File: src/logic/calc_pkg.sv
package calc_pkg;

    localparam int calc_w     = 32;
    localparam int bcd_digits = 10;   // enough for 2^32
    localparam int lcd_cols   = 16;

    typedef enum logic [1:0]
    {
        op_add,
        op_sub,
        op_mul,
        op_div
    } op_t;

    typedef logic [7:0] chr_t;

    // character rom codes of the display
    localparam chr_t chr_blank  = 8'h20;
    localparam chr_t chr_zero   = 8'h30;
    localparam chr_t chr_minus  = 8'h2D;
    localparam chr_t chr_plus   = 8'h2B;
    localparam chr_t chr_times  = 8'h78;
    localparam chr_t chr_divide = 8'hFD;
    localparam chr_t chr_equals = 8'h3D;

    // controller instruction bytes
    localparam chr_t cmd_function_set = 8'h3C;   // 8 bit bus, 2 lines
    localparam chr_t cmd_display_on   = 8'h0C;
    localparam chr_t cmd_entry_mode   = 8'h06;
    localparam chr_t cmd_return_home  = 8'h02;
    localparam chr_t cmd_line1_addr   = 8'h80;
    localparam chr_t cmd_line2_addr   = 8'hC0;

endpackage

File: src/logic/bin_to_bcd.sv
`timescale 1ns/100ps

module bin_to_bcd import calc_pkg::*;
(
    input  logic                    rst,
    input  logic                    clk_100hz,
    input  logic [calc_w-1:0]       result,
    input  logic                    conv_start,
    output logic [4*bcd_digits-1:0] bcd,
    output logic                    neg,
    output logic                    conv_done
);

    localparam int cnt_w = $clog2(calc_w + 1);

    logic [calc_w-1:0]       mag;
    logic [4*bcd_digits-1:0] adj;
    logic                    busy;
    logic [cnt_w-1:0]        cnt;

    // add-3 on every digit of 5 or more before the shift
    always_comb
    begin
        adj = bcd;
        for (int i = 0; i < bcd_digits; i++)
            if (adj[4*i +: 4] >= 4'd5)
                adj[4*i +: 4] = adj[4*i +: 4] + 4'd3;
    end

    always_ff @(posedge rst or posedge clk_100hz)
    begin
        if (clk_100hz)
        begin
            busy      <= 1'b0;
            cnt       <= '0;
            conv_done <= 1'b0;
        end
        else
        begin
            conv_done <= 1'b0;
            if (conv_start)
            begin
                busy <= 1'b1;
                cnt  <= '0;
            end
            else if (busy)
            begin
                if (cnt == cnt_w'(calc_w))
                begin
                    busy      <= 1'b0;
                    conv_done <= 1'b1;
                end
                else
                    cnt <= cnt + 1'b1;
            end
        end
    end

    always_ff @(posedge rst)
    begin
        if (conv_start)
        begin
            neg <= result[calc_w-1];
            mag <= result[calc_w-1] ? -result : result;   // sign-magnitude
            bcd <= '0;
        end
        else if (busy && cnt != cnt_w'(calc_w))
        begin
            bcd <= {adj[4*bcd_digits-2:0], mag[calc_w-1]};
            mag <= mag << 1;
        end
    end

    for (genvar g = 0; g < bcd_digits; g++)
    begin : g_digit_chk
        a_digit_range: assert property (@(posedge rst) disable iff (clk_100hz)
            conv_done |-> bcd[4*g +: 4] <= 4'd9);
    end

endmodule

File: src/logic/calc_core.sv
`timescale 1ns/100ps

module calc_core import calc_pkg::*;
(
    input  logic              rst,
    input  logic              clk_100hz,
    input  logic              digit_stb,
    input  logic [3:0]        digit,
    input  logic              sign_stb,
    input  logic              op_stb,
    input  op_t               op,
    input  logic              eq_stb,
    output logic              echo_stb,
    output chr_t              echo_char,
    output logic [calc_w-1:0] result,
    output logic              conv_start
);

    logic [calc_w-1:0] term_mag;
    logic              term_neg;
    logic              has_digit;   // term holds at least one digit
    logic              done;        // equals seen
    op_t               pend_op;
    logic [calc_w-1:0] term;
    logic [calc_w-1:0] acc_next;

    function automatic chr_t op_char(op_t o);
        case (o)
            op_add:  return chr_plus;
            op_sub:  return chr_minus;
            op_mul:  return chr_times;
            default: return chr_divide;
        endcase
    endfunction

    assign term = term_neg ? -term_mag : term_mag;

    always_comb
    begin
        case (pend_op)
            op_add:  acc_next = result + term;
            op_sub:  acc_next = result - term;
            op_mul:  acc_next = result * term;
            default:
                if (term == '0)
                    acc_next = '0;
                else
                    acc_next = $signed(result) / $signed(term);
        endcase
    end

    always_ff @(posedge rst or posedge clk_100hz)
    begin
        if (clk_100hz)
        begin
            result     <= '0;
            pend_op    <= op_add;
            term_mag   <= '0;
            term_neg   <= 1'b0;
            has_digit  <= 1'b0;
            done       <= 1'b0;
            echo_stb   <= 1'b0;
            echo_char  <= chr_blank;
            conv_start <= 1'b0;
        end
        else
        begin
            echo_stb   <= 1'b0;
            conv_start <= 1'b0;
            if (!done)
            begin
                if (digit_stb)
                begin
                    term_mag  <= term_mag * calc_w'(10) + calc_w'(digit);
                    has_digit <= 1'b1;
                    echo_stb  <= 1'b1;
                    echo_char <= chr_zero + chr_t'(digit);
                end
                else if (sign_stb && !has_digit)
                begin
                    term_neg  <= 1'b1;
                    echo_stb  <= 1'b1;
                    echo_char <= chr_minus;
                end
                else if ((op_stb || eq_stb) && has_digit)
                begin
                    result     <= acc_next;       // apply the pending operator
                    pend_op    <= op;
                    term_mag   <= '0;
                    term_neg   <= 1'b0;
                    has_digit  <= 1'b0;
                    echo_stb   <= 1'b1;
                    echo_char  <= eq_stb ? chr_equals : op_char(op);
                    done       <= eq_stb;
                    conv_start <= eq_stb;
                end
            end
        end
    end

endmodule

File: src/logic/calculator_top.sv
`timescale 1ns/100ps

module calculator_top import calc_pkg::*;
#(
    parameter int t_power_up = 70,
    parameter int t_command  = 30,
    parameter int t_refresh  = 400,
    parameter int t_clear    = 200
)
(
    input  logic       rst,
    input  logic       clk_100hz,
    input  logic [9:0] key_digit,
    input  logic       key_sign,
    input  logic [3:0] key_op,
    input  logic       key_eq,
    output logic       lcd_rs,
    output logic       lcd_rw,
    output logic [7:0] lcd_data,
    output logic       lcd_e
);

    logic                    digit_stb;
    logic [3:0]              digit;
    logic                    sign_stb;
    logic                    op_stb;
    op_t                     op;
    logic                    eq_stb;
    logic                    echo_stb;
    chr_t                    echo_char;
    logic [calc_w-1:0]       result;
    logic                    conv_start;
    logic [4*bcd_digits-1:0] bcd;
    logic                    neg;
    logic                    conv_done;
    chr_t [lcd_cols-1:0]     line1;
    chr_t [lcd_cols-1:0]     line2;

    key_encoder i_key_encoder
    (
        .rst       (rst),
        .clk_100hz (clk_100hz),
        .key_digit (key_digit),
        .key_sign  (key_sign),
        .key_op    (key_op),
        .key_eq    (key_eq),
        .digit_stb (digit_stb),
        .digit     (digit),
        .sign_stb  (sign_stb),
        .op_stb    (op_stb),
        .op        (op),
        .eq_stb    (eq_stb)
    );

    calc_core i_calc_core
    (
        .rst        (rst),
        .clk_100hz  (clk_100hz),
        .digit_stb  (digit_stb),
        .digit      (digit),
        .sign_stb   (sign_stb),
        .op_stb     (op_stb),
        .op         (op),
        .eq_stb     (eq_stb),
        .echo_stb   (echo_stb),
        .echo_char  (echo_char),
        .result     (result),
        .conv_start (conv_start)
    );

    bin_to_bcd i_bin_to_bcd
    (
        .rst        (rst),
        .clk_100hz  (clk_100hz),
        .result     (result),
        .conv_start (conv_start),
        .bcd        (bcd),
        .neg        (neg),
        .conv_done  (conv_done)
    );

    entry_line i_entry_line
    (
        .rst       (rst),
        .clk_100hz (clk_100hz),
        .echo_stb  (echo_stb),
        .echo_char (echo_char),
        .line1     (line1)
    );

    result_line i_result_line
    (
        .rst       (rst),
        .clk_100hz (clk_100hz),
        .bcd       (bcd),
        .neg       (neg),
        .conv_done (conv_done),
        .line2     (line2)
    );

    lcd_sequencer #(
        .t_power_up (t_power_up),
        .t_command  (t_command),
        .t_refresh  (t_refresh),
        .t_clear    (t_clear)
    ) i_lcd_sequencer
    (
        .rst       (rst),
        .clk_100hz (clk_100hz),
        .line1     (line1),
        .line2     (line2),
        .lcd_rs    (lcd_rs),
        .lcd_rw    (lcd_rw),
        .lcd_data  (lcd_data),
        .lcd_e     (lcd_e)
    );

endmodule

File: src/logic/entry_line.sv
`timescale 1ns/100ps

module entry_line import calc_pkg::*;
(
    input  logic                rst,
    input  logic                clk_100hz,
    input  logic                echo_stb,
    input  chr_t                echo_char,
    output chr_t [lcd_cols-1:0] line1
);

    localparam int col_w = $clog2(lcd_cols + 1);

    logic [col_w-1:0] col;   // next free column

    always_ff @(posedge rst or posedge clk_100hz)
    begin
        if (clk_100hz)
        begin
            line1 <= {lcd_cols{chr_blank}};
            col   <= '0;
        end
        else if (echo_stb && col < col_w'(lcd_cols))
        begin
            line1[col] <= echo_char;
            col        <= col + 1'b1;
        end
    end

endmodule

File: src/logic/key_encoder.sv
`timescale 1ns/100ps

module key_encoder import calc_pkg::*;
(
    input  logic       rst,
    input  logic       clk_100hz,
    input  logic [9:0] key_digit,
    input  logic       key_sign,
    input  logic [3:0] key_op,
    input  logic       key_eq,
    output logic       digit_stb,
    output logic [3:0] digit,
    output logic       sign_stb,
    output logic       op_stb,
    output op_t        op,
    output logic       eq_stb
);

    logic [9:0] digit_q;
    logic       sign_q;
    logic [3:0] op_q;
    logic       eq_q;
    logic [3:0] grp;          // digit, sign, op, eq
    logic [3:0] grp_q;
    logic [3:0] rise;
    logic [3:0] digit_enc;
    op_t        op_enc;

    assign grp  = {|digit_q, sign_q, |op_q, eq_q};
    assign rise = grp & ~grp_q;

    // lowest index wins
    always_comb
    begin
        digit_enc = 4'd0;
        op_enc    = op_add;
        for (int i = 9; i >= 0; i--)
            if (digit_q[i])
                digit_enc = 4'(i);
        for (int j = 3; j >= 0; j--)
            if (op_q[j])
                op_enc = op_t'(2'(j));
    end

    always_ff @(posedge rst or posedge clk_100hz)
    begin
        if (clk_100hz)
        begin
            digit_q   <= '0;
            sign_q    <= 1'b0;
            op_q      <= '0;
            eq_q      <= 1'b0;
            grp_q     <= '0;
            digit_stb <= 1'b0;
            sign_stb  <= 1'b0;
            op_stb    <= 1'b0;
            eq_stb    <= 1'b0;
        end
        else
        begin
            digit_q   <= key_digit;
            sign_q    <= key_sign;
            op_q      <= key_op;
            eq_q      <= key_eq;
            grp_q     <= grp;
            digit_stb <= rise[3];
            sign_stb  <= rise[2] & ~rise[3];
            op_stb    <= rise[1] & ~|rise[3:2];
            eq_stb    <= rise[0] & ~|rise[3:1];
        end
    end

    always_ff @(posedge rst)
    begin
        digit <= digit_enc;
        op    <= op_enc;
    end

    // encoded digit was one of the sampled keys
    a_digit_held: assert property (@(posedge rst) disable iff (clk_100hz)
        digit_stb |-> (($past(digit_q) >> digit) & 10'd1) != '0);

endmodule

File: src/logic/lcd_sequencer.sv
`timescale 1ns/100ps

module lcd_sequencer import calc_pkg::*;
#(
    parameter int t_power_up = 70,
    parameter int t_command  = 30,
    parameter int t_refresh  = 400,
    parameter int t_clear    = 200
)
(
    input  logic                rst,
    input  logic                clk_100hz,
    input  chr_t [lcd_cols-1:0] line1,
    input  chr_t [lcd_cols-1:0] line2,
    output logic                lcd_rs,
    output logic                lcd_rw,
    output logic [7:0]          lcd_data,
    output logic                lcd_e
);

    localparam int t_line = 20;   // address, 16 chars, then idle
    localparam int cnt_w  = $clog2(t_power_up + t_command + t_refresh + t_clear + t_line + 1);

    typedef enum logic [2:0]
    {
        st_power_up,
        st_function_set,
        st_display_on,
        st_entry_mode,
        st_line1,
        st_line2,
        st_refresh,
        st_clear
    } seq_state_t;

    seq_state_t          state;
    seq_state_t          state_next;
    logic [cnt_w-1:0]    cnt;
    logic [cnt_w-1:0]    limit;
    chr_t                cmd;
    chr_t [lcd_cols-1:0] cur_line;
    int                  col;
    logic                wr;
    logic                rs;
    chr_t                data;

    always_comb
    begin
        case (state)
            st_power_up:     limit = cnt_w'(t_power_up);
            st_function_set,
            st_display_on,
            st_entry_mode:   limit = cnt_w'(t_command);
            st_line1,
            st_line2:        limit = cnt_w'(t_line);
            st_refresh:      limit = cnt_w'(t_refresh);
            default:         limit = cnt_w'(t_clear);
        endcase
        case (state)
            st_power_up:     state_next = st_function_set;
            st_function_set: state_next = st_display_on;
            st_display_on:   state_next = st_entry_mode;
            st_entry_mode:   state_next = st_line1;
            st_line1:        state_next = st_line2;
            st_line2:        state_next = st_refresh;
            st_refresh:      state_next = st_clear;
            default:         state_next = st_line1;   // refresh loop
        endcase
    end

    always_ff @(posedge rst or posedge clk_100hz)
    begin
        if (clk_100hz)
        begin
            state <= st_power_up;
            cnt   <= '0;
        end
        else if (cnt == limit)
        begin
            state <= state_next;
            cnt   <= '0;
        end
        else
            cnt <= cnt + 1'b1;
    end

    // bus word for this cycle
    always_comb
    begin
        wr       = 1'b0;
        rs       = 1'b1;
        data     = '0;
        cur_line = (state == st_line1) ? line1 : line2;
        col      = int'(cnt) - 1;
        case (state)
            st_function_set: cmd = cmd_function_set;
            st_display_on:   cmd = cmd_display_on;
            st_entry_mode:   cmd = cmd_entry_mode;
            st_refresh:      cmd = cmd_return_home;
            st_line1:        cmd = cmd_line1_addr;
            st_line2:        cmd = cmd_line2_addr;
            default:         cmd = '0;
        endcase
        if (cnt == '0 && state != st_power_up && state != st_clear)
        begin
            wr   = 1'b1;
            rs   = 1'b0;
            data = cmd;
        end
        else if ((state == st_line1 || state == st_line2) && col < lcd_cols)
        begin
            wr   = 1'b1;
            data = cur_line[col];   // col 0 is the leftmost character
        end
    end

    always_ff @(posedge rst or posedge clk_100hz)
    begin
        if (clk_100hz)
        begin
            lcd_rs   <= 1'b1;
            lcd_rw   <= 1'b1;
            lcd_data <= '0;
            lcd_e    <= 1'b0;
        end
        else
        begin
            lcd_rs   <= rs;
            lcd_rw   <= ~wr;
            lcd_data <= data;
            lcd_e    <= wr;
        end
    end

    // a line address is followed at once by that line's first character
    a_addr_then_data: assert property (@(posedge rst) disable iff (clk_100hz)
        lcd_e && !lcd_rs && (lcd_data == cmd_line1_addr || lcd_data == cmd_line2_addr)
            |=> lcd_e && lcd_rs);

endmodule

File: src/logic/result_line.sv
`timescale 1ns/100ps

module result_line import calc_pkg::*;
(
    input  logic                    rst,
    input  logic                    clk_100hz,
    input  logic [4*bcd_digits-1:0] bcd,
    input  logic                    neg,
    input  logic                    conv_done,
    output chr_t [lcd_cols-1:0]     line2
);

    int                  msd;    // most significant nonzero digit
    chr_t [lcd_cols-1:0] text;

    always_comb
    begin
        msd  = 0;
        text = {lcd_cols{chr_blank}};
        for (int i = 0; i < bcd_digits; i++)
            if (bcd[4*i +: 4] != 4'd0)
                msd = i;
        // digit i sits i columns left of the right edge
        for (int i = 0; i < bcd_digits; i++)
            if (i <= msd)
                text[lcd_cols-1-i] = chr_zero + chr_t'(bcd[4*i +: 4]);
        if (neg)
            text[lcd_cols-2-msd] = chr_minus;
    end

    always_ff @(posedge rst or posedge clk_100hz)
    begin
        if (clk_100hz)
            line2 <= {lcd_cols{chr_blank}};
        else if (conv_done)
            line2 <= text;
    end

endmodule

File: config.mk
export PLATFORM = sky130hd
export DESIGN_NAME = calculator_top
export DESIGN_NICKNAME = d
export VERILOG_FILES = /design/src/logic/calc_pkg.sv /design/src/logic/bin_to_bcd.sv /design/src/logic/calc_core.sv /design/src/logic/calculator_top.sv /design/src/logic/entry_line.sv /design/src/logic/key_encoder.sv /design/src/logic/lcd_sequencer.sv /design/src/logic/result_line.sv
export SDC_FILE = /design/constraint.sdc
export NUM_CORES = 2
export LEC_CHECK = 0
export ABC_AREA = 1
export BUFFER_PORTS_ARGS = -buffer_cell sky130_fd_sc_hd__buf_2
export CAP_MARGIN = 20
export CORE_UTILIZATION = 65
export CTS_CLUSTER_DIAMETER = 200
export DETAILED_ROUTE_END_ITERATION = 12
export PLACE_DENSITY_LB_ADDON = 0.05
export SYNTH_ARGS = -nofsm -noshare
export SYNTH_HDL_FRONTEND = slang
export SYNTH_SLANG_ARGS = --single-unit
File: constraint.sdc
create_clock -name rst -period 98.5 [get_ports rst]
set_input_delay 4.925 -clock rst [delete_from_list [all_inputs] [get_ports rst]]
set_output_delay 4.925 -clock rst [all_outputs]
set_load 0.02 [all_outputs]
== After elaboration in Yosys (flattened, before gate mapping) ==
Index checks and enable logic that the tools add are counted.
Widths: inputs -> output; s select.
Cells by class
  mux-type cells: 96
  reductions and logical operators: 49
  bitwise gates (word level): 13
  multipliers: 2
  equal/unequal tests: 16
  order comparisons: 27
  add/subtract/negate cells: 31
  divide/modulo/power cells: 1
Operator list (count)
  $mux 128: 2
  $mux 32: 8
  $mux 8: 20
  $bwmux 128: 1
  $lt 32x6->1 const B: 3
  $pmux 32 s3: 1
  $add 6x4->7 const A: 11
  $and 64x64->64: 1
  $demux 8 s4: 2
  $neg 32->32: 2
  $not 64->64: 1
  $or 64x64->64: 1
  $mux 4: 13
  $pmux 8 s6: 1
  $ge 4x3->1 const B: 10
  $add 4x2->4 const B: 9
  $pmux 9 s4: 1
  $reduce_bool 4->1: 9
  $add 32x32->32: 1
  $add 32x4->32: 1
  $bmux 8 s4: 1
  $div 32x32->32: 1
  $ge 32x1->1 const B: 1
  $logic_not 32->1: 1
  52 further kinds: 133
Word-level totals
  logic and storage cells: 304
  flip-flop bits (word level): 475
  input bits: 18
  output and inout bits: 11

== Logic depth before layout (Yosys ltp) ==
  word-level depth: 18
  depth in mapped cells: 733
  mapped depth without buffers: 719

== By module ==
A second synthesis with hierarchy kept.
Unflattened totals
  cell total of the unflattened synthesis: 10605
  area, all modules: 71096.9 µm²
By module, submodules not included
  calc_core: cells each 8035, area an instance 51997.4 µm², seq. area each 1951.9 µm², instances 1
  entry_line: cells each 676, area an instance 5805.6 µm², seq. area each 3348.2 µm², instances 1
  bin_to_bcd: cells each 652, area an instance 4924.7 µm², seq. area each 1991.9 µm², instances 1
  lcd_sequencer: cells each 739, area an instance 4056.4 µm², seq. area each 603.1 µm², instances 1
  result_line: cells each 426, area an instance 3359.5 µm², seq. area each 1401.3 µm², instances 1
  key_encoder: cells each 77, area an instance 953.4 µm², seq. area each 720.7 µm², instances 1

== Least setup slack after synthesis ==
Ideal clock, no wire load.
  path kind: reg-to-reg
  start point: reg i_calc_core.term_mag[0]
  end point: reg i_calc_core.result[22]
  stages on the path, launching flop included: 699
  path slack: 13.707 ns
  clock period less this slack: 84.793 ns
  data arrival time: 84.662 ns
  library setup time: 0.131 ns
  buffers on the path: 18
  data required time: 98.369 ns
  cells stage by stage: dfrtp_1 -> buf_4 -> inv_2 -> ha_1 -> nand2_4 -> nor2_8 -> nor2_1 -> nand2_2 -> nand2_2 -> clkinv_2 -> nand2_4 -> nor2_4 -> nand3_1 -> a31oi_1 -> nand2_1 -> nor2_1 -> nand3_1 -> nor2_1 -> (+663 left out) -> a211oi_1 -> o221a_2 -> nand2_1 -> inv_1 -> ha_1 -> nand3_2 -> nor2_1 -> nand2_2 -> nor3_1 -> nand2_2 -> nor3_2 -> nand3_2 -> nor3_2 -> nand2_2 -> o21ai_0 -> a21boi_0 -> o21ai_0 -> a21boi_0
On the way
  longest elaborated chain between the ends: 5
  elaborated cells on any way between the ends: 9
  classes of those cells: add/sub (3); mul (1); div (1); mux (3); reduce/logical (1)
Ends and longest elaborated chain
  start: declaration: RTL line calc_core.sv:19  | logic [calc_w-1:0] term_mag;
  start signal: assignment: RTL line calc_core.sv:74  | term_mag <= term_mag * calc_w'(10) + calc_w'(digit);
  $neg 32->32: RTL line calc_core.sv:36  | assign term = term_neg ? -term_mag : term_mag;
  $mux 32 (*): RTL line calc_core.sv:36
  $div 32x32->32 or $logic_not 32->1 (tied branches): RTL line calc_core.sv:48, calc_core.sv:45
  $mux 32: RTL line calc_core.sv:45  | if (term == '0)
  $pmux 32 s3 (*): RTL line calc_core.sv:40  | case (pend_op)
  end signal: assignment: RTL line calc_core.sv:87  | result <= acc_next;
  end: declaration: RTL line calc_core.sv:15  | output logic [calc_w-1:0] result,
Every way passes the cells marked *; elsewhere a longest branch is shown, timed or not.
A chain may end at the register's enable or synchronous reset.

== Worst setup path after layout ==
  start point: reg i_calc_core.result[22]
  end point: reg i_calc_core.result[27]
On the way
  longest elaborated chain between the ends: 3
  elaborated cells on any way between the ends: 6
  classes of those cells: add/sub (2); mul (1); div (1); mux (2)
Ends and longest elaborated chain
  $div 32x32->32: RTL line calc_core.sv:48  | acc_next = $signed(result) / $signed(term);
  $mux 32: RTL line calc_core.sv:45
  $pmux 32 s3 (*): RTL line calc_core.sv:40
Marks and branches as above.

==> metrics.yaml <==
wire_per_inst_um: 21.9
period_share_pct: 92.2
muxShareOfSynthArea_pct: 0.128
io_pins: 29
core_um2: 107000
critPathLaunchType: "register"
critPathKind: "register to register"
cts_buffers: 43
io_buffer_count: 28
synth_compound_area_share_pct: 15.1
path_max_fanout: 27
syn_avg_cell_area_um2: 6.75
fin_setup_tns_ns: 0
synth-seq-cells: 386
via_per_inst: 6.17
drive_above_1_share_pct: 9.21
die_area_um2: 109000
min_period_ns: 90.82
drtPass1Iterations: 9
cts_buffer_depth: 3
crit_top_cell: "nand2_1"
ys_top_cells_by_count: "2,514 x nand2_1, 1,750 x inv_1, 785 x ha_1"
crit_buf_inv: 108
synth_cells: 10400
nNetsFinal: 11600
synth_fa_ha_area_share_pct: 25.7
synth_area_um2: 70300
dr.first_iter.drc_count: 7711
setup_viol: 0
area_growth_pct: 7.16
synth_xor_area_share_pct: 6.58
grt_pass1_vias: 69700
drc: 0
synth.area.top_cells: "ha_1 14%, nand2_1 13%, fa_1 12%"
worstHoldPathType: "register to register"
relSlewSlack_pct: 26.1
synth_cell_types: 92
synthSimpleGateAreaFrac_pct: 26.5
fp-row-count: 120
grt_use_total_pct: 45.6
ys_seq_area_share_pct: 13.7
critPathArrivalTime_ns: 91.33
final_antenna_net_count: 0
synth_top_family_by_area: "simple AND/OR/NAND/NOR gates"
grt_max_degree: 121
clock_latency_ns: 0.65
htree_levels: 2
worstMarginPinSlew_ns: 1.11
ys.flop_type: "dfrtp_1"
hold_viol: 0
async_flop_share_pct: 79.5
yosysMostFrequentCell: "nand2_1"
start_util_pct: 65.6
antenna_found_initial: 9
syn-num-nets: 11600
layout_setup_ws_ns: 7.68
crit_required_ns: 99.02
vias: 73200
max_stage_delay_ns: 0.91
root_buffer: "clkbuf_16"
status: "completed"
gp_congestion: 1.13
dp_slack_ns: -0.745
ys_warn_count: 0
synth_top_area_share_pct: 14.0
worstSetupEndpointType: "register"
drv_cap: 0
hpwlAfterDp_mm: 196
finalClockSkew_ns: 0.0633
cts.sinks: 386
final_util_pct: 70.3
die_w_um: 331
crit_slowest_cell: "dfrtp_1"
hold-worst-slack_ns: 0.402
path_delay_family: "compound AO/OA/AOI/OAI gates"
slew_viol_final: 0
cts_tree: "done"
grt-ovfl-total: 0
wl_mm: 260
synth_edf_count: 33
hold_buffers: 0
fp.dieH_um: 331
fmax_mhz: 11.0
yosysTopAreaCell: "ha_1"
grt_pass1_wl_mm: 386
cts.clk_slew.worst_paths_ns: 0.08
## cells by family (layout without fill, tap and decap cells)
family                     count (synthesis)  after routing
xor gates and xnor gates                 528            528
AOI/OAI and AO/OA                       1840           1840
other                                      0              5
DFF                                      386            386
adders and majority gates               1196           1196
buffers and inverters                   2127           2176
and+or+nand+nor                         4322           4329
muxes                                      9              9
## final timing paths
kind	startpoint	to	slack (ns)	cells past startpoint
max in group asynchronous	clk_100hz	i_calc_core.result[9]	92.36	3
min in group asynchronous	clk_100hz	i_key_encoder.digit_q[2]	4.47	2
hold / removal	i_key_encoder.sign_q	i_key_encoder.grp_q[2]	0.40	0
setup / recovery	i_calc_core.result[22]	i_calc_core.result[27]	7.68	687
hold reg to reg	i_key_encoder.sign_q	i_key_encoder.grp_q[2]	0.40	0
setup reg to reg	i_calc_core.result[22]	i_calc_core.result[27]	7.68	687
## flip-flops by register name (all words and copies together), names as in the netlist, 5 cells and up
register,flops
i_bin_to_bcd.mag,32
i_result_line.line2,56
i_calc_core.term_mag,32
i_calc_core.echo_char,7
i_calc_core.result,32
i_lcd_sequencer.cnt,10
i_bin_to_bcd.bcd,40
i_key_encoder.digit_q,10
i_entry_line.line1,112
i_bin_to_bcd.cnt,6
i_lcd_sequencer.lcd_data,8
i_entry_line.col,5
## through the flow
stage,cell area (um2),std cells
6_report,75300,11900
5_1_grt,75300,11900
2_1_floorplan,70300,10400
3_3_place_gp,71600,11700
4_1_cts,73200,11800
3_5_place_dp,71600,11700
## what timing repair did
item,4_1_cts,5_1_grt
cloned,1,10
gates resized for setup,9,326
endpoints found under the setup margin,21,32
setup buffers,0,82
pin swaps,0,51
endpoints found under the hold margin,0,0
## placed cells by master, fill, tap and decap left out, drive strengths merged, types with 19 or more instances in the layout
master  count
a211oi     25
a21boi     22
a21o       30
a21oi     642
a31oi      38
and2       19
buf       274
clkbuf     63
clkinv     22
dfrtp     305
dfxtp      46
edfxtp     33
fa        411
ha        785
inv      1800
nand2    2613
nand3     530
nand4     106
nor2      785
nor3      106
nor4       55
o211ai     55
o21ai     758
o21bai     65
o221ai     25
o22ai      68
o31ai      24
or2        89
xnor2     171
xor2      357
## cell type report
cell class / instances / area, um2
Tap cell: 1403 / 1760
Sequential cell: 386 / 9600
Antenna cell: 5 / 12.5
Timing Repair inverter: 2 / 10.0
Inverter: 1817 / 6910
Timing Repair Buffer: 277 / 2240
Clock inverter: 20 / 279
Multi-Input combinational cell: 7902 / 53200
Clock buffer: 60 / 1250
Fill cell: 9017 / 31800
## metal layers
metal  part of all wire (%)  GRT usage, %
met4                    7.6          29.0
met2                     44          72.4
met3                     11          11.4
met1                     37          55.1
met5                  0.027             0
Power is not shown: default switching activity piles up to over one toggle a cycle in this logic, so the estimate is an artifact.
